**config.mk**
```make
export PLATFORM = sky130hd
export DESIGN_NAME = io_regs_flat
export DESIGN_NICKNAME = d
export VERILOG_FILES = /design/src/bus_if.sv /design/src/io_regs.sv /design/src/flat_wrapper.sv
export VERILOG_INCLUDE_DIRS = /design/src
export SDC_FILE = /design/constraint.sdc
export NUM_CORES = 1
export LEC_CHECK = 0
export ABC_CLOCK_PERIOD_IN_PS = 5250
export BUFFER_PORTS_ARGS = -buffer_cell sky130_fd_sc_hd__buf_2
export CAP_MARGIN = 25
export CORE_UTILIZATION = 30
export CTS_CLUSTER_SIZE = 14
export DETAILED_ROUTE_END_ITERATION = 10
export PLACE_DENSITY = 0.71
export SLEW_MARGIN = 10
export SYNTH_ARGS = -nofsm -noshare
export SYNTH_HDL_FRONTEND = slang
export SYNTH_SLANG_ARGS = --single-unit
```
**constraint.sdc**
```tcl
create_clock -name clk -period 5.25 [get_ports clk]
set_input_delay 0.525 -clock clk [delete_from_list [all_inputs] [get_ports clk]]
set_output_delay 0.525 -clock clk [all_outputs]
set_load 0.05 [all_outputs]
```
**src/soc_bus_macros.svh**
```systemverilog
`ifndef SOC_BUS_MACROS_SVH
`define SOC_BUS_MACROS_SVH

// scratch RAM window, 16 KiB decoded.
`define RAM_ADDR_LO      32'h0000_0000
`define RAM_ADDR_HI      32'h0000_3FFF

// LED and key registers.
`define IO_ADDR_LO       32'hC000_0000
`define IO_ADDR_HI       32'hC000_FFFF

// console transmitter.
`define CONSOLE_ADDR_LO  32'hC304_0000
`define CONSOLE_ADDR_HI  32'hC304_FFFF

// words actually built, aliased across the window.
`define RAM_WORDS        256

// kept small so a short burst fills it.
`define FIFO_DEPTH       4

// clocks per serial bit.
`define BAUD_DIV         8

`define NUM_KEYS         4

`endif
```
**src/bus_if.sv**
```systemverilog
`default_nettype none
`timescale 1ns/100ps

interface bus_if;

  logic        req;
  logic        write;
  logic [31:0] addr;     // offset inside the target window.
  logic [31:0] wdata;
  logic [3:0]  rd_mask;
  logic [3:0]  wr_mask;
  logic        ack;      // one cycle pulse.
  logic [31:0] rdata;

  modport master (
    output req,
    output write,
    output addr,
    output wdata,
    output rd_mask,
    output wr_mask,
    input  ack,
    input  rdata
  );

  modport target (
    input  req,
    input  write,
    input  addr,
    input  wdata,
    input  rd_mask,
    input  wr_mask,
    output ack,
    output rdata
  );

endinterface

`default_nettype wire

```
**src/io_regs.sv**
```systemverilog
`default_nettype none
`timescale 1ns/100ps
`include "soc_bus_macros.svh"

module io_regs (
  input  logic                 clk,
  input  logic                 rst,
  bus_if.target                bus,
  input  logic [`NUM_KEYS-1:0] keys,
  output logic [7:0]           leds
);

  logic [`NUM_KEYS-1:0] key_meta;
  logic [`NUM_KEYS-1:0] key_sync;
  logic [7:0]           led_r;
  logic [13:0]          word_off;
  logic                 accept;
  logic                 ack_r;
  logic                 ack_q;
  logic [31:0]          rdata_r;

  assign word_off  = bus.addr[15:2];
  assign accept    = bus.req & ~ack_r & ~ack_q;
  assign bus.ack   = ack_r;
  assign bus.rdata = rdata_r;
  assign leds      = led_r;

  always_ff @(posedge clk)
  begin
    if (rst)
    begin
      ack_r <= 1'b0;
      ack_q <= 1'b0;
      led_r <= '0;
    end
    else
    begin
      ack_r <= accept;
      ack_q <= ack_r;
      if (accept & bus.write & bus.wr_mask[0] & (word_off == 14'd0))
        led_r <= bus.wdata[7:0];
    end
  end

  always_ff @(posedge clk)
  begin
    key_meta <= keys;  // two flop synchroniser.
    key_sync <= key_meta;
    if (accept)
    begin
      if (word_off == 14'd0)
        rdata_r <= {24'd0, led_r};
      else if (word_off == 14'd1)
        rdata_r <= 32'(key_sync);
      else
        rdata_r <= '0;
    end
  end

endmodule

`default_nettype wire

```
**src/flat_wrapper.sv**
```systemverilog
// flat-port wrapper written by rule: the top's interface ports become plain ports
module io_regs_flat 
  (clk, rst, keys, leds, bus_req, bus_write, bus_addr, bus_wdata, bus_rd_mask, bus_wr_mask, bus_ack, bus_rdata);
  bus_if bus_i ();
  input  logic clk;
  input  logic rst;
  input  logic [`NUM_KEYS-1:0] keys;
  output logic [7:0] leds;
  input wire logic [$bits(bus_i.req)-1:0] bus_req;
  input wire logic [$bits(bus_i.write)-1:0] bus_write;
  input wire logic [$bits(bus_i.addr)-1:0] bus_addr;
  input wire logic [$bits(bus_i.wdata)-1:0] bus_wdata;
  input wire logic [$bits(bus_i.rd_mask)-1:0] bus_rd_mask;
  input wire logic [$bits(bus_i.wr_mask)-1:0] bus_wr_mask;
  output wire logic [$bits(bus_i.ack)-1:0] bus_ack;
  output wire logic [$bits(bus_i.rdata)-1:0] bus_rdata;
  assign bus_i.req = bus_req;
  assign bus_i.write = bus_write;
  assign bus_i.addr = bus_addr;
  assign bus_i.wdata = bus_wdata;
  assign bus_i.rd_mask = bus_rd_mask;
  assign bus_i.wr_mask = bus_wr_mask;
  assign bus_ack = bus_i.ack;
  assign bus_rdata = bus_i.rdata;
  io_regs u_core (.clk(clk), .rst(rst), .bus(bus_i), .keys(keys), .leds(leds));
endmodule
```
==> results_tabular.tex <==
\begin{tabular}{lr}
\hline
Metric & Value \\
\hline
\multicolumn{2}{l}{\textbf{Run status}} \\
Run status & complete, no violations \\
\multicolumn{2}{l}{\textbf{GRT}} \\
Initial antenna violation count & 0 \\
Via count of the first global-routing pass & 573 \\
Global route total overflow & 0 \\
Met2 Track Usage GR & 0.120 \\
Most used routing layer in global routing & met2 \\
GR Layer Usage met3 & 0.0304 \\
Overall track demand over capacity in global routing & 0.0837 \\
Pin count of the biggest net entering global routing & 19 \\
Global-route met1 utilization & 0.106 \\
Global-route wire length before repair & 2520 um \\
\multicolumn{2}{l}{\textbf{Finish}} \\
Filler cell count & 370 \\
Final Cell Area & 1400 um\^{}2 \\
Growth of design area from synthesis to finish & 21.9\% \\
Number of nets in the layout & 228 \\
Reg area & 601 um\^{}2 \\
Area of the multi-input gates & 424 um\^{}2 \\
ANT cells & 0 \\
Fraction of layout cells with a size suffix above 1 & 0.395 \\
\multicolumn{2}{l}{\textbf{Clock network}} \\
TritonCTS clock tree & yes \\
Clock insertion delay at the later pin of the skew report & 260 ps \\
CTS Root Buffer Type & sky130\_fd\_sc\_hd\_\_clkbuf\_8 \\
Setup Buffers After CTS & 0 \\
Clock-pin transition on the worst setup and hold timing paths & 80 ps \\
CTS H-Tree Depth & 1 \\
Hold buffers post-CTS & 0 \\
Number of buffers between clock root and the deepest sink & 2 \\
TritonCTS buffer count & 3 \\
Post-cts resize count & 0 \\
Total clock sinks & 26 \\
\multicolumn{2}{l}{\textbf{Min path}} \\
Instance count along the most critical hold path & 0 \\
Worst hold path type & reg2reg \\
Hold Crit Endpoint & u\_core.key\_sync[2] \\
Worst Min Path Start & u\_core.key\_meta[2] \\
\multicolumn{2}{l}{\textbf{Detailed routing}} \\
Routed WL per cell & 9.18 um \\
Antenna viol nets, final & 0 \\
Residual DRC count & 0 \\
Via count & 759 \\
Iteration-0 DRC count of the detailed router & 25 \\
Total detailed-routing wirelength & 1790 um \\
Number of optimization iterations in the first detailed-route pass & 2 \\
Vias per std cell & 3.89 \\
\multicolumn{2}{l}{\textbf{Critical path}} \\
Crit path capture type & register \\
Maximum fanout encountered on the critical timing path & 9 \\
Cell depth of the worst flop-to-flop path & 4 \\
Delay of the slowest cell on the worst path & 530 ps \\
Slowest cell on the critical path & sky130\_fd\_sc\_hd\_\_or4\_4 \\
Worst setup slack for register-to-register paths & 3890 ps \\
Start point of the critical path & bus\_addr[11] \\
Ordered cell list for the critical path & buf\_2 -> or4\_4 -> nor4bb\_1 -> buf\_4 -> and4\_4 -> mux2i\_1 \\
Kind of critical path & in2reg \\
Startpoint Class & input pin \\
Family with the most delay on the worst path & simple AND/OR/NAND/NOR gates \\
Worst r2r dst & u\_core.leds[2] \\
Combined buffer and inverter count along the critical path & 2 \\
Data required time at the worst endpoint & 5450 ps \\
Data arrival at the endpoint of the critical path & 2170 ps \\
Launch point of the worst reg-to-reg path & u\_core.bus.ack \\
\multicolumn{2}{l}{\textbf{Synth}} \\
Fraction of the mapped netlist area in compound gates & 0.0305 \\
Synthesized area divided by synthesized cell count & 11.7 um\^{}2 \\
Sequential-to-total area share from yosys stat & 0.522 \\
Top\_reg\_cell synth & sky130\_fd\_sc\_hd\_\_dfxtp\_1 \\
Adder-cell share of the synthesized area & 0 \\
Number of instances in the synthesized netlist & 98 \\
Most instantiated library cell after synthesis & sky130\_fd\_sc\_hd\_\_buf\_4 \\
Post-synthesis share of cell area spent on xor and xnor gates & 0 \\
EDFF count, synth & 8 \\
Cell area after technology mapping & 1150 um\^{}2 \\
Share of cell area taken by muxes after synthesis & 0.0696 \\
Synthesized-area fraction occupied by and/or/nand/nor cells & 0.190 \\
Count of cell types in the netlist & 21 \\
Post-synthesis sequential element count & 26 \\
Main area contributors after synthesis & sky130\_fd\_sc\_hd\_\_dfxtp\_1 (31\%), sky130\_fd\_sc\_hd\_\_edfxtp\_1 (21\%), sky130\_fd\_sc\_hd\_\_buf\_4 (16\%) \\
Combinational family with the most area after synthesis & simple AND/OR/NAND/NOR gates \\
Cell taking the most area after synthesis & sky130\_fd\_sc\_hd\_\_dfxtp\_1 \\
List of most frequent post-synthesis cells & sky130\_fd\_sc\_hd\_\_buf\_4 (25), sky130\_fd\_sc\_hd\_\_dfxtp\_1 (18), sky130\_fd\_sc\_hd\_\_nand2b\_1 (16) \\
Share of Yosys cell area claimed by the top area cell type & 0.313 \\
Synth warn & 0 \\
Share of flip-flops with an asynchronous set or reset & 0 \\
\multicolumn{2}{l}{\textbf{STA}} \\
Post-layout minimum cycle time & 1970 ps \\
Sum Neg Setup Slack & 0 ps \\
Fin. Hold Viols & 0 \\
Final setup violation count & 0 \\
Maximum clock skew at final layout & 4.51 ps \\
Fmax & 507 MHz \\
Final Cycle Share & 0.376 \\
Setup ws final & 3280 ps \\
Final count of pins violating max slew & 0 \\
Setup repair after global routing missed its margin & false \\
\multicolumn{2}{l}{\textbf{Floorplanning}} \\
Die Ht & 63.9 um \\
Die Span X & 63.9 um \\
Die footprint & 4080 um\^{}2 \\
Number of ports placed on the die boundary & 121 \\
Core Box Area & 3660 um\^{}2 \\
Initial cell density of the core & 0.314 \\
Site Rows & 22 \\
\multicolumn{2}{l}{\textbf{Power}} \\
Pwr dens & 307 nW/um\^{}2 \\
Leak pwr & 0.000641 uW \\
Largest vdd supply drop & 98.2 uV \\
\multicolumn{2}{l}{\textbf{Place}} \\
Placed cell areas & 1340 um\^{}2 \\
GP Congestion & 0.690 \\
Worst setup slack before clock tree synthesis & 2980 ps \\
Port Buffer Count & 47 \\
\multicolumn{2}{l}{\textbf{Flow run}} \\
Max Cap Viol & 0 \\
\hline
\end{tabular}
layer usage:
layer	share of wire	vias to the layer above
li1	-	379
met1	0.48	337
met2	0.42	41
met3	0.088	2
met4	0.012	0
met5	0	-
report_power, final:
group / switching (uW) / internal (uW) / total (uW) / leakage [uW]
logic: 59.7 / 15.4 / 75.2 / 0.000379
clock network: 57.2 / 82.7 / 140 / 0.0000339
registers: 1.97 / 214 / 216 / 0.000228
worst reg2reg max path, cell delays in order, from the launching register on:
cell	delay, ps
sky130_fd_sc_hd__dfxtp_1	330
sky130_fd_sc_hd__nor3b_1	210
sky130_fd_sc_hd__buf_4	210
sky130_fd_sc_hd__and4_4	350
sky130_fd_sc_hd__mux2i_1	200
cell families after synthesis:
logic type / after synthesis
other cells: 1
compound gates: 4
buf+inv: 27
simple gates: 32
flops: 26
mux: 8
worst max-delay path by stage:
stage | cells after the start | to | slack [ps]
floorplan | 6 | u_core.leds[0] | 3200
global placement | 6 | u_core.leds[6] | 3000
detailed placement | 6 | u_core.leds[2] | 2980
CTS | 6 | u_core.leds[2] | 3270
global route | 6 | u_core.leds[7] | 3200
finish | 6 | u_core.leds[2] | 3280
cells in the final DEF (no fill, tap or decap):
cell type and n:
sky130_fd_sc_hd__buf_2 47, sky130_fd_sc_hd__conb_1 24, sky130_fd_sc_hd__dfxtp_1 18, sky130_fd_sc_hd__nand2b_1 16
sky130_fd_sc_hd__mux2i_1 8, sky130_fd_sc_hd__edfxtp_1 8, sky130_fd_sc_hd__a22o_1 4, sky130_fd_sc_hd__clkbuf_8 3
sky130_fd_sc_hd__nor4_1 2, sky130_fd_sc_hd__and2_1 2, sky130_fd_sc_hd__and2_2 2, sky130_fd_sc_hd__nor2b_1 2
sky130_fd_sc_hd__buf_4 2, sky130_fd_sc_hd__or2_4 1, sky130_fd_sc_hd__or4_4 1, sky130_fd_sc_hd__nor4b_1 1
sky130_fd_sc_hd__nand2_1 1, sky130_fd_sc_hd__nor3_1 1, sky130_fd_sc_hd__nor4bb_1 1, sky130_fd_sc_hd__nor3b_1 1
sky130_fd_sc_hd__and4_4 1, sky130_fd_sc_hd__clkbuf_16 1
layout make-up:
class,instances,area share
flip-flops and latches,26,0.429
well taps,48,0.0429
repair buffers,49,0.179
multi-input cells,68,0.303
clock buffers,4,0.0473
state kept, by name (all words and copies together) (netlist names):
signal            flops
u_core.ack_q          1
u_core.leds           8
u_core.key_sync       4
u_core.bus.ack        1
u_core.bus.rdata      8
u_core.key_meta       4
per-stage QoR:
stage | cells | utilization | total power [uW] | hold WS, ps
final | 195 | 0.383 | 431 | 335
after global routing | 195 | 0.383 | 446 | 344
after CTS | 195 | 0.383 | 435 | 338
after detailed placement | 191 | 0.365 | 296 | 316
after global placement | 191 | 0.365 | 295 | 314
after floorplan | 121 | - | 293 | 310
(Power assumes the default switching activity.)
