<file path="src/soc_bus_macros.svh">
`ifndef SOC_BUS_MACROS_SVH
`define SOC_BUS_MACROS_SVH

// scratch RAM window, 16 KiB decoded.
`define RAM_ADDR_LO      32'h0000_0000
`define RAM_ADDR_HI      32'h0000_3FFF

// LED and key registers.
`define IO_ADDR_LO       32'hC000_0000
`define IO_ADDR_HI       32'hC000_FFFF

// console transmitter.
`define CONSOLE_ADDR_LO  32'hC304_0000
`define CONSOLE_ADDR_HI  32'hC304_FFFF

// words actually built, aliased across the window.
`define RAM_WORDS        256

// kept small so a short burst fills it.
`define FIFO_DEPTH       4

// clocks per serial bit.
`define BAUD_DIV         8

`define NUM_KEYS         4

`endif
</file>
<file path="src/soc_bus_pkg.sv">
`default_nettype none

package soc_bus_pkg;

  // one bus word, seen whole or as byte lanes.
  typedef union packed {
    logic [31:0]     word;
    logic [3:0][7:0] bytes;
  } bus_word_u;

  // decoded target of a cpu request.
  typedef enum logic [1:0] {
    tgt_ram,
    tgt_io,
    tgt_console,
    tgt_none
  } target_e;

endpackage

`default_nettype wire

</file>
<file path="src/bus_if.sv">
`default_nettype none
`timescale 1ns/100ps

interface bus_if;

  logic        req;
  logic        write;
  logic [31:0] addr;     // offset inside the target window.
  logic [31:0] wdata;
  logic [3:0]  rd_mask;
  logic [3:0]  wr_mask;
  logic        ack;      // one cycle pulse.
  logic [31:0] rdata;

  modport master (
    output req,
    output write,
    output addr,
    output wdata,
    output rd_mask,
    output wr_mask,
    input  ack,
    input  rdata
  );

  modport target (
    input  req,
    input  write,
    input  addr,
    input  wdata,
    input  rd_mask,
    input  wr_mask,
    output ack,
    output rdata
  );

endinterface

`default_nettype wire

</file>
<file path="src/mmc.sv">
`default_nettype none
`timescale 1ns/100ps
`include "soc_bus_macros.svh"

module mmc import soc_bus_pkg::*; (
  input  logic        clk,
  input  logic        rst,
  input  logic        cpu_req,
  input  logic        cpu_write,
  input  logic [31:0] cpu_addr,
  input  logic [31:0] cpu_wdata,
  input  logic [3:0]  cpu_rd_mask,
  input  logic [3:0]  cpu_wr_mask,
  output logic        cpu_ack,
  output logic [31:0] cpu_rdata,
  bus_if.master       ram,
  bus_if.master       io,
  output logic        fifo_push,
  output logic [7:0]  push_char,
  input  logic        fifo_full,
  input  logic [$clog2(`FIFO_DEPTH + 1)-1:0] fifo_count,
  input  logic        tx_busy
);

  target_e     tgt;
  bus_word_u   cpu_word;
  logic        con_req;
  logic        con_ack;
  logic        con_ack_q;
  logic        null_ack;
  logic        null_ack_q;
  logic [31:0] con_status;

  function automatic logic in_window(input logic [31:0] addr, input logic [31:0] lo,
                                     input logic [31:0] hi);
    return (addr >= lo) && (addr <= hi);
  endfunction

  always_comb
  begin
    if (in_window(cpu_addr, `RAM_ADDR_LO, `RAM_ADDR_HI))
      tgt = tgt_ram;
    else if (in_window(cpu_addr, `IO_ADDR_LO, `IO_ADDR_HI))
      tgt = tgt_io;
    else if (in_window(cpu_addr, `CONSOLE_ADDR_LO, `CONSOLE_ADDR_HI))
      tgt = tgt_console;
    else
      tgt = tgt_none;
  end

  always_comb
  begin
    ram.req     = cpu_req & (tgt == tgt_ram);
    ram.write   = cpu_write;
    ram.addr    = cpu_addr - `RAM_ADDR_LO;
    ram.wdata   = cpu_wdata;
    ram.rd_mask = cpu_rd_mask;
    ram.wr_mask = cpu_wr_mask;

    io.req      = cpu_req & (tgt == tgt_io);
    io.write    = cpu_write;
    io.addr     = cpu_addr - `IO_ADDR_LO;
    io.wdata    = cpu_wdata;
    io.rd_mask  = cpu_rd_mask;
    io.wr_mask  = cpu_wr_mask;
  end

  assign con_req    = cpu_req & (tgt == tgt_console);
  assign cpu_word   = cpu_wdata;
  assign push_char  = cpu_word.bytes[0];  // character rides in lane 0.
  assign fifo_push  = con_ack & cpu_write;
  assign con_status = 32'({fifo_count, 2'b00, tx_busy, fifo_full});

  // console register and null responder.
  always_ff @(posedge clk)
  begin
    if (rst)
    begin
      con_ack    <= 1'b0;
      con_ack_q  <= 1'b0;
      null_ack   <= 1'b0;
      null_ack_q <= 1'b0;
    end
    else
    begin
      con_ack    <= con_req & ~con_ack & ~con_ack_q & (~cpu_write | ~fifo_full);
      con_ack_q  <= con_ack;
      null_ack   <= cpu_req & (tgt == tgt_none) & ~null_ack & ~null_ack_q;
      null_ack_q <= null_ack;
    end
  end

  always_comb
  begin
    cpu_ack   = 1'b0;
    cpu_rdata = '0;
    if (ram.ack)
    begin
      cpu_ack   = 1'b1;
      cpu_rdata = ram.rdata;
    end
    else if (io.ack)
    begin
      cpu_ack   = 1'b1;
      cpu_rdata = io.rdata;
    end
    else if (con_ack)
    begin
      cpu_ack   = 1'b1;
      cpu_rdata = con_status;
    end
    else if (null_ack)
      cpu_ack = 1'b1;  // data stays zero.
  end

endmodule

`default_nettype wire

</file>
<file path="src/flat_wrapper.sv">
// flat-port wrapper written by rule: the top's interface ports become plain ports
module mmc_flat import soc_bus_pkg::*;
  (clk, rst, cpu_req, cpu_write, cpu_addr, cpu_wdata, cpu_rd_mask, cpu_wr_mask, cpu_ack, cpu_rdata, fifo_push, push_char, fifo_full, fifo_count, tx_busy, ram_req, ram_write, ram_addr, ram_wdata, ram_rd_mask, ram_wr_mask, ram_ack, ram_rdata, io_req, io_write, io_addr, io_wdata, io_rd_mask, io_wr_mask, io_ack, io_rdata);
  bus_if ram_i ();
  bus_if io_i ();
  input  logic clk;
  input  logic rst;
  input  logic cpu_req;
  input  logic cpu_write;
  input  logic [31:0] cpu_addr;
  input  logic [31:0] cpu_wdata;
  input  logic [3:0] cpu_rd_mask;
  input  logic [3:0] cpu_wr_mask;
  output logic cpu_ack;
  output logic [31:0] cpu_rdata;
  output logic fifo_push;
  output logic [7:0] push_char;
  input  logic fifo_full;
  input  logic [$clog2(`FIFO_DEPTH + 1)-1:0] fifo_count;
  input  logic tx_busy;
  output wire logic [$bits(ram_i.req)-1:0] ram_req;
  output wire logic [$bits(ram_i.write)-1:0] ram_write;
  output wire logic [$bits(ram_i.addr)-1:0] ram_addr;
  output wire logic [$bits(ram_i.wdata)-1:0] ram_wdata;
  output wire logic [$bits(ram_i.rd_mask)-1:0] ram_rd_mask;
  output wire logic [$bits(ram_i.wr_mask)-1:0] ram_wr_mask;
  input wire logic [$bits(ram_i.ack)-1:0] ram_ack;
  input wire logic [$bits(ram_i.rdata)-1:0] ram_rdata;
  output wire logic [$bits(io_i.req)-1:0] io_req;
  output wire logic [$bits(io_i.write)-1:0] io_write;
  output wire logic [$bits(io_i.addr)-1:0] io_addr;
  output wire logic [$bits(io_i.wdata)-1:0] io_wdata;
  output wire logic [$bits(io_i.rd_mask)-1:0] io_rd_mask;
  output wire logic [$bits(io_i.wr_mask)-1:0] io_wr_mask;
  input wire logic [$bits(io_i.ack)-1:0] io_ack;
  input wire logic [$bits(io_i.rdata)-1:0] io_rdata;
  assign ram_req = ram_i.req;
  assign ram_write = ram_i.write;
  assign ram_addr = ram_i.addr;
  assign ram_wdata = ram_i.wdata;
  assign ram_rd_mask = ram_i.rd_mask;
  assign ram_wr_mask = ram_i.wr_mask;
  assign ram_i.ack = ram_ack;
  assign ram_i.rdata = ram_rdata;
  assign io_req = io_i.req;
  assign io_write = io_i.write;
  assign io_addr = io_i.addr;
  assign io_wdata = io_i.wdata;
  assign io_rd_mask = io_i.rd_mask;
  assign io_wr_mask = io_i.wr_mask;
  assign io_i.ack = io_ack;
  assign io_i.rdata = io_rdata;
  mmc u_core (.clk(clk), .rst(rst), .cpu_req(cpu_req), .cpu_write(cpu_write), .cpu_addr(cpu_addr), .cpu_wdata(cpu_wdata), .cpu_rd_mask(cpu_rd_mask), .cpu_wr_mask(cpu_wr_mask), .cpu_ack(cpu_ack), .cpu_rdata(cpu_rdata), .ram(ram_i), .io(io_i), .fifo_push(fifo_push), .push_char(push_char), .fifo_full(fifo_full), .fifo_count(fifo_count), .tx_busy(tx_busy));
endmodule
</file>
<file path="config.mk">
export PLATFORM = sky130hd
export DESIGN_NAME = mmc_flat
export DESIGN_NICKNAME = d
export VERILOG_FILES = /design/src/soc_bus_pkg.sv /design/src/bus_if.sv /design/src/mmc.sv /design/src/flat_wrapper.sv
export VERILOG_INCLUDE_DIRS = /design/src
export SDC_FILE = /design/constraint.sdc
export NUM_CORES = 1
export LEC_CHECK = 0
export BUFFER_PORTS_ARGS = -buffer_cell sky130_fd_sc_hd__buf_2
export CORE_AREA = 5 5 127 129
export DETAILED_ROUTE_END_ITERATION = 8
export DIE_AREA = 0 0 132 134
export SETUP_SLACK_MARGIN = 0.05
export SKIP_LAST_GASP = 1
export SYNTH_ARGS = -nofsm -noshare
export SYNTH_HDL_FRONTEND = slang
export SYNTH_SLANG_ARGS = --single-unit
</file>
<file path="constraint.sdc">
create_clock -name clk -period 1.3 [get_ports clk]
set_input_delay 0.065 -clock clk [delete_from_list [all_inputs] [get_ports clk]]
set_output_delay 0.065 -clock clk [all_outputs]
set_load 0.02 [all_outputs]
</file>
==> results.md <==
* Yosys top cell by area: buf_4
* WP data arrival at 1.20 ns
* Clock Tree Root: clkbuf_16
* Pins Over Slew Limit at 0
* Area share of and/or/nand/nor cells after synthesis at 12.3%
* Layout cells sized above 1 at 77.8%
* Status: finished, final reports clean
* Pre-antenna DRT Iters at 6
* Pin count of the biggest net entering global routing at 27
* Place WS at -0.0904 ns
* Setup TNS Final at 0 ns
* Initial Util at 12.7%
* WL per Instance at 14.0 um
* Adder-cell share of the synthesized area at 1.98%
* Final Hold Viols at 0
* Multiplexer share of the synthesized area at 0%
* Vias in the first global route at 1863
* Synth top area cells: buf_4, a22o_1, dfxtp_1
* HPWL after DPL at 6260 um
* Crit Path Max Fanout at 3
* CP Launch Type: flip-flop
* RSZ-0062 raised after global routing: yes
* Peak supply drop at 0.618 mV
* Dpl cell area at 0.00211 mm2
* Cell leakage power at 1.29 nW
* Number of synthesized register bits at 4
* Non-filler cells, final at 508
* Final wirelength at 7130 um
* Mapped Cells at 250
* CTS Sinks at 4
* Final period util at 97.3%
* Synth Cell Area at 0.00189 mm2
* Via Count at 1763
* Cells after DPL at 500
* Clock buffer count from CTS at 3
* Slew HR at 78.0%
* Core Box Area at 0.0149 mm2
* Synth Area in Compound Gates at 18.3%
* # nets final at 472
* Initial antenna violation count at 0
* CTS Buffer Depth at 2
* Main combinational cell family by area after synthesis: buffers and inverters
* Clock transition at path regs at 0.03 ns
* Antenna cell count at 0
* P per Cell Area at 623 mW/mm2
* Rows at 45
* Worst-skew pair later-pin latency at 0.22 ns
* Syn_nets at 400
* Average footprint of a synthesized cell at 7.57 um2
* Unique cell type count in the Yosys netlist at 26
* Syn. warnings at 0
* I/O Pins at 337
* Top cell type's share of synthesized area at 61.1%
* First-iteration detailed-routing DRC count at 47
* Die area at 0.0177 mm2
* Slew @ Worst Pin at 0.329 ns
* Sequential area share after synthesis at 4.23%
* RePlAce Congestion at 0.736
* Fin area at 0.00237 mm2
* Post-Synth XOR/XNOR Area at 0%
* Via density at 3.47
* Critical path class: flip-flop to output port
* Cts hold-fix bufs at 0
* Remaining global-route overflow at 0
* R2r setup slk at 0.13 ns
* ANT nets after route at 0
* Die X at 132 um
* Fmax at 0.790 GHz
* Crit. End Element: output port
* Global-route usage over all layers at 7.05%
* Final Setup Violations at 0
* Chip Height at 134 um
* First-pass GRT wire length at 10100 um
* PnR worst setup slack at 0.0346 ns
* Remaining DRCs at 0
* Tmin final at 1.27 ns
* Worst Clk Skew at 0.0000532 ns
* Critical Path RT at 1.24 ns
* Final core occ at 15.9%
* PortBufs at 208
* Worst hold-check path type: input pin to flip-flop
* CTS tree: yes
* Max-cap violations at 0
* Htree depth at 1
* Area growth from synthesis to layout at 25.1%
## worst max-delay path: stages, from the launching register on
cell and delay, ns:
dfxtp_2 0.34, nor2b_4 0.17, buf_6 0.11, a22oi_2 0.04, o21ai_1 0.16, buf_4 0.16
## final cells by class
class / count / area [um2]
clock buffers: 3 / 75.1
inverters: 3 / 16.3
fillers: 1742 / 12600
well taps: 188 / 235
multi-input cells: 83 / 693
flip-flops and latches: 4 / 81.3
repair buffers: 227 / 1270
## per-layer routing
metal,track usage [%],wire [um]
met3,2.44,789
met5,0,0
met2,12.1,3550
met1,7.55,2500
met4,3.94,291
## flip-flops by register name, indices dropped and copies added (netlist names)
name               cells
u_core.con_ack_q       1
u_core.null_ack        1
u_core.null_ack_q      1
u_core.con_ack         1
## cells in the final DEF (no fill, tap or decap), drive strengths merged
cell type and instances:
o2111ai 1, o41ai 1, o21ai 7, and3 3
nor3 2, a21oi 5, or4 1, ha 3
buf 227, a22o 26, nand3 3, nand4 4
and2 1, nand2 11, dfxtp 4, nor4b 3
nor2b 4, a22oi 4, inv 3, nor4 2
clkbuf 3, nor2 2
## per-stage QoR
step | power, mW | hold WS [ns]
finish | 1.47 | 0.0702
global route | 1.56 | 0.0750
CTS | 1.47 | 0.0683
detailed placement | 0.953 | 0.130
global placement | 0.951 | 0.130
floorplan | 1.06 | 0.137
## worst paths after layout
kind | startpoint | endpoint | cells after the start
setup / recovery | u_core.con_ack | cpu_rdata[5] | 5
setup reg to reg | u_core.con_ack | u_core.con_ack | 4
hold / removal | rst | u_core.con_ack_q | 2
hold reg to reg | u_core.null_ack_q | u_core.null_ack | 3
## cell usage after synthesis
cell	instances
and2_1	1
o41ai_2	1
ha_1	3
nand4_1	4
nor3_1	2
nor2b_1	4
o21ai_0	6
o2111ai_1	1
a22oi_1	4
nand2_1	11
buf_4	154
and3_1	2
a22o_1	26
nor4b_2	1
nor2_1	2
buf_2	4
a21oi_1	5
dfxtp_1	4
nor4_4	2
o21ai_2	1
or4_1	1
clkbuf_1	2
inv_1	3
nor4b_1	2
nand3_1	3
and3_2	1
## timing repair
item                                    in CTS  in global routing
pin swaps                                    5                  9
gates cloned                                 0                  0
buffers inserted                             5                  0
endpoints found under the hold margin        0                  0
gates resized for setup                     24                 17
endpoints found under the setup margin       8                  8
## kinds of logic (layout without fill, tap and decap cells)
| logic type | after synthesis | after routing |
|---|---|---|
| adder cells (fa/ha/maj) | 3 | 3 |
| flip-flops | 4 | 4 |
| AO/OA/AOI/OAI | 44 | 44 |
| buffers and inverters | 163 | 233 |
| AND/OR/NAND/NOR | 36 | 36 |
## report_power, final
part	switching [mW]	internal, mW	total, mW
clock	0.0854	0.393	0.478
sequential	0.00204	0.127	0.129
combinational	0.498	0.370	0.867
total	0.585	0.889	1.47
(Power assumes the default switching activity.)
