==> config.mk <==
export PLATFORM = sky130hd
export DESIGN_NAME = console_tx
export DESIGN_NICKNAME = d
export VERILOG_FILES = /design/src/console_tx.sv
export VERILOG_INCLUDE_DIRS = /design/src
export SDC_FILE = /design/constraint.sdc
export NUM_CORES = 1
export LEC_CHECK = 0
export BUFFER_PORTS_ARGS = -buffer_cell sky130_fd_sc_hd__buf_2
export CAP_MARGIN = 20
export CORE_MARGIN = 10
export CORE_UTILIZATION = 58
export CTS_CLUSTER_SIZE = 8
export DETAILED_ROUTE_END_ITERATION = 10
export GPL_ROUTABILITY_DRIVEN = 0
export GPL_TIMING_DRIVEN = 0
export HOLD_SLACK_MARGIN = 0.02
export PLACE_DENSITY = 0.81
export SLEW_MARGIN = 20
export SYNTH_ARGS = -nofsm -noshare
export SYNTH_HDL_FRONTEND = slang
export SYNTH_SLANG_ARGS = --single-unit
export TNS_END_PERCENT = 30
==> constraint.sdc <==
create_clock -name clk -period 2.3 [get_ports clk]
set_input_delay 0.23 -clock clk [delete_from_list [all_inputs] [get_ports clk]]
set_output_delay 0.23 -clock clk [all_outputs]
set_load 0.01 [all_outputs]
==> src/soc_bus_macros.svh <==
`ifndef SOC_BUS_MACROS_SVH
`define SOC_BUS_MACROS_SVH

// scratch RAM window, 16 KiB decoded.
`define RAM_ADDR_LO      32'h0000_0000
`define RAM_ADDR_HI      32'h0000_3FFF

// LED and key registers.
`define IO_ADDR_LO       32'hC000_0000
`define IO_ADDR_HI       32'hC000_FFFF

// console transmitter.
`define CONSOLE_ADDR_LO  32'hC304_0000
`define CONSOLE_ADDR_HI  32'hC304_FFFF

// words actually built, aliased across the window.
`define RAM_WORDS        256

// kept small so a short burst fills it.
`define FIFO_DEPTH       4

// clocks per serial bit.
`define BAUD_DIV         8

`define NUM_KEYS         4

`endif
==> src/console_tx.sv <==
`default_nettype none
`timescale 1ns/100ps
`include "soc_bus_macros.svh"

module console_tx (
  input  logic       clk,
  input  logic       rst,
  input  logic       empty,
  input  logic [7:0] head_char,
  output logic       pop,
  output logic       busy,
  output logic       uart_tx
);

  localparam int BAUD_W = $clog2(`BAUD_DIV);
  localparam logic [1:0] st_idle  = 2'd0;
  localparam logic [1:0] st_start = 2'd1;
  localparam logic [1:0] st_data  = 2'd2;
  localparam logic [1:0] st_stop  = 2'd3;

  logic [1:0]        state;
  logic [BAUD_W-1:0] baud_cnt;
  logic [2:0]        bit_cnt;
  logic [7:0]        shift;
  logic              pop_r;
  logic              tx_r;
  logic              baud_last;

  assign baud_last = (baud_cnt == BAUD_W'(`BAUD_DIV - 1));
  assign pop       = pop_r;
  assign busy      = (state != st_idle) | pop_r;
  assign uart_tx   = tx_r;

  always_ff @(posedge clk)
  begin
    if (rst)
    begin
      state    <= st_idle;
      pop_r    <= 1'b0;
      tx_r     <= 1'b1;  // line idles high.
      baud_cnt <= '0;
      bit_cnt  <= '0;
    end
    else
    begin
      pop_r <= 1'b0;
      case (state)
        st_idle:
          if (pop_r)
          begin
            state    <= st_start;
            tx_r     <= 1'b0;
            baud_cnt <= '0;
          end
          else if (~empty)
            pop_r <= 1'b1;
        st_start:
          if (baud_last)
          begin
            state    <= st_data;
            tx_r     <= shift[0];
            bit_cnt  <= '0;
            baud_cnt <= '0;
          end
          else
            baud_cnt <= baud_cnt + 1'b1;
        st_data:
          if (baud_last)
          begin
            baud_cnt <= '0;
            if (bit_cnt == 3'd7)
            begin
              state <= st_stop;
              tx_r  <= 1'b1;
            end
            else
            begin
              bit_cnt <= bit_cnt + 3'd1;
              tx_r    <= shift[1];  // next lsb after the shift.
            end
          end
          else
            baud_cnt <= baud_cnt + 1'b1;
        st_stop:
          if (baud_last)
          begin
            state    <= st_idle;
            baud_cnt <= '0;
          end
          else
            baud_cnt <= baud_cnt + 1'b1;
      endcase
    end
  end

  always_ff @(posedge clk)
  begin
    if ((state == st_idle) & pop_r)
      shift <= head_char;
    else if ((state == st_data) & baud_last)
      shift <= {1'b0, shift[7:1]};
  end

endmodule

`default_nettype wire

==> run metrics, run 1 <==
status finished, final reports clean; FP Rows 14; Post-Syn Area 965.9 µm²; CORE AREA 0.001541 mm²; Cell variety after synth 27; worst hold slack 0.1048 ns; drt first-iter violations 4; TritonCTS Sinks 18; Post-Synthesis Cells 80; headroom to the max-slew limit 0.7054; share of cells above drive strength 1 0.2784; Power per Cell Area 960.9 mW/mm²; H-tree Lvls 1; initial antenna violation count 0; net count after synthesis 100; FF+latch count, synth 18; LEAKAGE 0.4644 nW; Synth Area per Inst 12.07 µm²; max_cap viols 0; post-CTS resize count 0; reg-to-reg endpoint shift[1]; final core occ 0.6989; vias in the first global route 694; Clk pwr share 0.149; post-synthesis sequential area ratio 0.4560; fillers 127; Critical Path AT 1.71 ns; cell taking the most area after synthesis edfxtp_1; Reg clk slew, reported paths 0.09 ns; R2R depth 5; Synth area leaders edfxtp_1 25%, dfxtp_1 21%, ha_1 12%; routed wire length per instance 15.11 µm; hold crit path type in -> reg; dpl cells 109; Hold Vio Cnt, Final 0; minimum clock period 1.673 ns; Worst VDD drop 715.0 µV; Clock Tree Buf Depth 2; vias 669; total design power 0.001035 W; nets@finish 118; Die Area 0.003698 mm²; initial core utilization 0.6266; post-DP HPWL 1.371 mm; TritonCTS clock tree yes; TritonCTS Buffers 3; crit end category register; Routed Antenna Nets 0; Post-CTS Setup Bufs 0; area share of the largest cell type after synthesis 0.2487; grt total ovfl 0; clk_lat worst skew 0.29 ns; setup_tns 0 ns; global router's overall resource usage 0.09933; Boundary Pins 14; fin cells 113; Final Max Slew Viols 0; number of flops mapped to enable cells by yosys 8; Psw 0.0003631 W; Worst EP required 2.34 ns; Min-Delay Endpoint pop; Commonest cells post-synth 10 x dfxtp_1, 10 x nand2b_1, 9 x ha_1, 8 x edfxtp_1, 7 x mux2_2; # diodes 0; DRC viols 0; FMAX 597.8 MHz; Sw Ratio 0.3508; R2R setup slack 0.63 ns; first drt pass iteration count 4; via/cell ratio 5.920; worst min-delay path startpoint empty; overall die width 60.81 µm; PortBufs 13; power share of the sequential group 0.432; share of flip-flops with an asynchronous set or reset 0; Hold Path Stages 2; dominant synthesized flop cell dfxtp_1; Startpoint Class register; first-pass GRT wire length 2.884 mm; period utilization 0.7274; clock skew 0.007334 ns; slew at the pin with the worst max-slew slack 0.4419 ns; RSZ-0062 raised after global routing false; cts hold-fix bufs 0; Logic pwr share 0.419; final WL 1.707 mm; final setup vio count 0; internal cell power 0.0006720 W; FF-to-FF Start state[0]; Die Y 60.81 µm; Yosys warning count 0; Syn-to-layout area delta 11.53%; largest net degree at the start of global routing 11; critical path peak fanout 10; clk root buf clkbuf_4; kind of critical path reg -> reg
[flip-flops by register name (all words and copies together), names as in the netlist]
name      flops
state         2
pop           1
bit_cnt       3
uart_tx       1
shift         8
baud_cnt      3
[worst max path at each step]
stage / startpoint / end / slack, ns / cells past startpoint
after floorplan: state[0] / shift[0] / 0.78 / 5
after global placement: state[0] / shift[2] / 0.68 / 5
after detailed placement: state[0] / shift[1] / 0.63 / 5
after CTS: state[0] / shift[1] / 0.62 / 5
after global routing: state[0] / shift[1] / 0.54 / 5
final: state[0] / shift[1] / 0.63 / 5
[power by group through the flow]
stage	logic, W	registers (W)	clock network [W]
after floorplan	0.000331	0.000450	0
after global placement	0.000416	0.000452	0
after detailed placement	0.000432	0.000457	0
after CTS	0.000435	0.000449	0.000161
after global routing	0.000478	0.000455	0.000170
final	0.000434	0.000447	0.000154
[through the flow]
| stage | instance area (µm²) | setup WS (ns) |
|---|---|---|
| detailed placement | 1051 | 0.6280 |
| finish | 1077 | 0.6271 |
| global placement | 1051 | 0.6821 |
| CTS | 1077 | 0.6171 |
| floorplan | 965.9 | 0.7782 |
| global route | 1077 | 0.5399 |
[metal layers]
metal	wire length (µm)	vias up	share of wire	global-route usage
met5	0	-	0	0
met4	22	0	0.013	0.04702
met3	92	4	0.054	0.02296
met1	736	315	0.43	0.1179
met2	856	18	0.50	0.1645
li1	-	332	-	-
[cells by family (layout without fill, tap and decap cells)]
family / after synthesis / after routing / synth area share
buf+inv: 5 / 22 / 0.02072
mux: 12 / 12 / 0.1334
simple gates: 26 / 26 / 0.1710
flops: 18 / 18 / 0.4560
fa+ha+maj: 9 / 9 / 0.1166
compound gates: 10 / 10 / 0.1023
[layout make-up]
cell class	count	area, µm²	area share
clock buffers	3	22.52	0.02091
flip-flops and latches	18	440.4	0.4088
well taps	16	20.02	0.01858
plain buffers	2	8.758	0.008130
clock inverters	1	3.754	0.003484
repair buffers	13	65.06	0.06040
multi-input cells	57	505.5	0.4692
inverters	3	11.26	0.01045
[critical path, cell delays in order, from the launching register on]
cell     delay (ns)
dfxtp_1        0.39
inv_1          0.10
ha_1           0.22
buf_2          0.18
nand2_2        0.18
mux2_2         0.36
[cell usage in the layout (no fill, tap or decap), drive strengths merged]
cell / instances
clkbuf: 4
or3: 1
mux2i: 5
ha: 9
o21bai: 1
edfxtp: 8
a311oi: 1
dfxtp: 10
and3b: 1
nor2: 2
a31oi: 1
nor3: 1
a41oi: 1
inv: 3
nand3b: 5
or3b: 1
mux2: 7
buf: 14
nand2b: 10
o311ai: 1
a211oi: 1
and3: 1
nand2: 3
clkinv: 1
a21oi: 3
o211a: 1
and4: 1
No activity file was read; power rests on OpenSTA's default activity.
==> inputs of run 2 (changes only) <==
CORE_UTILIZATION = 54   (was 58)
PLACE_DENSITY = 0.76   (was 0.81)
clock period = 1.7 ns   (was 2.3 ns; I/O delays follow)
==> run 2 against run 1 <==
Net effect: worst setup slack got worse by 0.52 ns; clock power rose by 48%; non-clock buffer count is 1 higher; register-to-register slack got worse by 0.52 ns; die area increased by 4.9%; clock skew decreased by 0.0030 ns; combinational power is 38% higher; largest cell class unchanged.
==> run metrics, run 2 (synthesis gave the netlist of run 1 again) <==
via/cell ratio 5.382 (-9.1%); commonest non-fill, non-tap cell in the layout buf_2; post-DP HPWL 1.250 mm (-8.8%); hold crit path type in -> reg; TritonCTS clock tree yes; slew at the pin with the worst max-slew slack 0.4114 ns (-0.03052 ns); CORE AREA 0.001708 mm² (+11%); largest net degree at the start of global routing 11 (unchanged); first drt pass iteration count 4 (unchanged); Die Area 0.003881 mm² (+4.9%); worst hold slack 0.1534 ns (+0.04860 ns); dpl cells 118 (+8.3%); Final Max Slew Viols 0 (unchanged); Worst VDD drop 797.8 µV (+12%); FF+latch area 442.9 µm² (+0.57%); wire length on met1 803 µm (+9.1%); Min-Delay Endpoint shift[2]; FF-to-FF Start state[0]; Final WS setup 0.1022 ns (-0.5249 ns); FP Rows 15 (+1); initial core utilization 0.5656 (-0.06106); headroom to the max-slew limit 0.7257 (+0.02035); final setup vio count 0 (unchanged); Top reg by flops shift; FMAX 625.9 MHz (+4.7%); power share of the sequential group 0.426 (-0.006); R2R setup slack 0.10 ns (-0.52 ns); crit end category register; ordered cell list for the critical path inv_1 > ha_1 > buf_2 > nand2_4 > mux2_2; final WL 1.749 mm (+2.5%); WL met2 821 µm (-4.1%); Clock Tree Buf Depth 2 (unchanged); number of flip-flops in the largest register 8 (unchanged); reg-to-reg endpoint shift[1]; DRC viols 0 (unchanged); Syn-to-layout area delta 14.77%; kind of critical path reg -> reg; initial antenna violation count 0 (unchanged); PortBufs 13 (unchanged); clk root buf clkbuf_4; TritonCTS Buffers 3 (unchanged); first-pass GRT wire length 3.029 mm (+5.0%); Critical Path AT 1.67 ns (-0.04 ns); setup_tns 0 ns (unchanged); TritonCTS Sinks 18 (unchanged); grt total ovfl 0 (unchanged); fin cells 123 (+8.8%); critical path peak fanout 10 (unchanged); R2R depth 5 (unchanged); Die Y 62.30 µm (+2.4%); clock skew 0.004293 ns (-0.003041 ns); Post-CTS Setup Bufs 0 (unchanged); Worst EP required 1.77 ns (-0.57 ns); Startpoint Class register; vias 662 (-1.0%); Psw 0.0005240 W (+44%); met3 routed WL 74 µm (-20%); Reg clk slew, reported paths 0.11 ns (+0.02 ns); RSZ-0062 raised after global routing false; minimum clock period 1.598 ns (-0.07515 ns); global router's overall resource usage 0.09630 (-0.003028); CP max stage delay 0.37 ns (-0.02 ns); status finished, final reports clean; # diodes 0 (unchanged); area of the multi-input gates 513.0 µm² (+1.5%); pre-CTS WS 0.01114 ns (-0.6169 ns); fillers 131 (+3.1%); Sw Ratio 0.3634 (+0.01269); worst min-delay path startpoint head_char[2]; Clk pwr share 0.158 (+0.009); H-tree Lvls 1 (unchanged); internal cell power 0.0009178 W (+37%); most frequent cells in the layout 14 x buf_2, 10 x nand2b_1, 9 x ha_1; highest routed layer met4; vias in the first global route 707 (+1.9%); clk_lat worst skew 0.31 ns (+0.02 ns); Top Registers shift (8), baud_cnt (3), bit_cnt (3); Logic pwr share 0.416 (-0.003); nets@finish 119 (+0.85%); Boundary Pins 14 (unchanged); final core occ 0.6491 (-0.04978); max_cap viols 0 (unchanged); Power per Cell Area 1301 mW/mm² (+35%); overall die width 62.30 µm (+2.4%); drt first-iter violations 8 (+4); routed wire length per instance 14.22 µm (-5.9%); Routed Antenna Nets 0 (unchanged); Hold Vio Cnt, Final 0 (unchanged); LEAKAGE 0.4728 nW (+1.8%); Hold Path Stages 2 (unchanged); CP max stage cell dfxtp_2; share of cells above drive strength 1 0.3061 (+0.02777); period utilization 0.9399 (+0.2125)
==> run 2: cell count changes in the layout (fill, tap and decap cells not counted) <==
cell and delta:
nand2_1 -1, nand2_4 +1, dfxtp_2 +2, dlygate4sd3_1 +1
dfxtp_1 -2
==> run 2: final cells by class <==
cell class / count / area share
Buffer: 2 / 0.007901
Clock buffer: 3 / 0.02032
Clock inverter: 1 / 0.003386
Inverter: 3 / 0.01016
Multi-Input combinational cell: 57 / 0.4628
Sequential cell: 18 / 0.3995
Tap cell: 25 / 0.02822
Timing Repair Buffer: 14 / 0.06772
==> run 2: metal layers <==
metal / vias up / track usage
met5: - / 0
met4: 0 / 0.07263
met3: 5 / 0.03047
met2: 17 / 0.1538
met1: 312 / 0.1038
li1: 328 / -
==> run 2: per-stage QoR <==
| step | area, µm² | power [W] |
|---|---|---|
| 6_report | 1109 | 0.001442 |
| 5_1_grt | 1109 | 0.001534 |
| 4_1_cts | 1105 | 0.001438 |
| 3_5_place_dp | 1062 | 0.001196 |
| 3_3_place_gp | 1062 | 0.001176 |
| 2_1_floorplan | 965.9 | 0.001057 |
==> run 2: power groups by stage <==
stage | Sequential [W] | Combinational [W] | Clock [W]
after floorplan | 0.000609 | 0.000448 | 0
after global placement | 0.000612 | 0.000564 | 0
after detailed placement | 0.000618 | 0.000578 | 0
after CTS | 0.000611 | 0.000595 | 0.000232
after global routing | 0.000627 | 0.000655 | 0.000251
final | 0.000614 | 0.000599 | 0.000228
==> run 2: worst max path at each step <==
stage          startpoint       end  slack, ns  cells after the start
2_1_floorplan    state[0]  shift[0]       0.18                      5
3_3_place_gp     state[0]  shift[1]       0.07                      5
3_5_place_dp     state[1]  shift[1]       0.01                      5
4_1_cts          state[0]  shift[1]       0.05                      5
5_1_grt          state[0]  shift[1]       0.03                      5
6_report         state[0]  shift[1]       0.10                      5
==> run 2: critical path: cells and delay by family (launching register included) <==
kind,cells,cell delay [ns]
simple gates,1,0.14
fa+ha+maj,1,0.22
buf+inv,2,0.27
flops,1,0.37
mux,1,0.35
==> run 2: timing repair <==
action / in CTS / in global routing
resized for setup: 2 / 2
hold endpoints to repair: 1 / 0
setup endpoints to repair: 2 / 15
hold buffers: 1 / 0
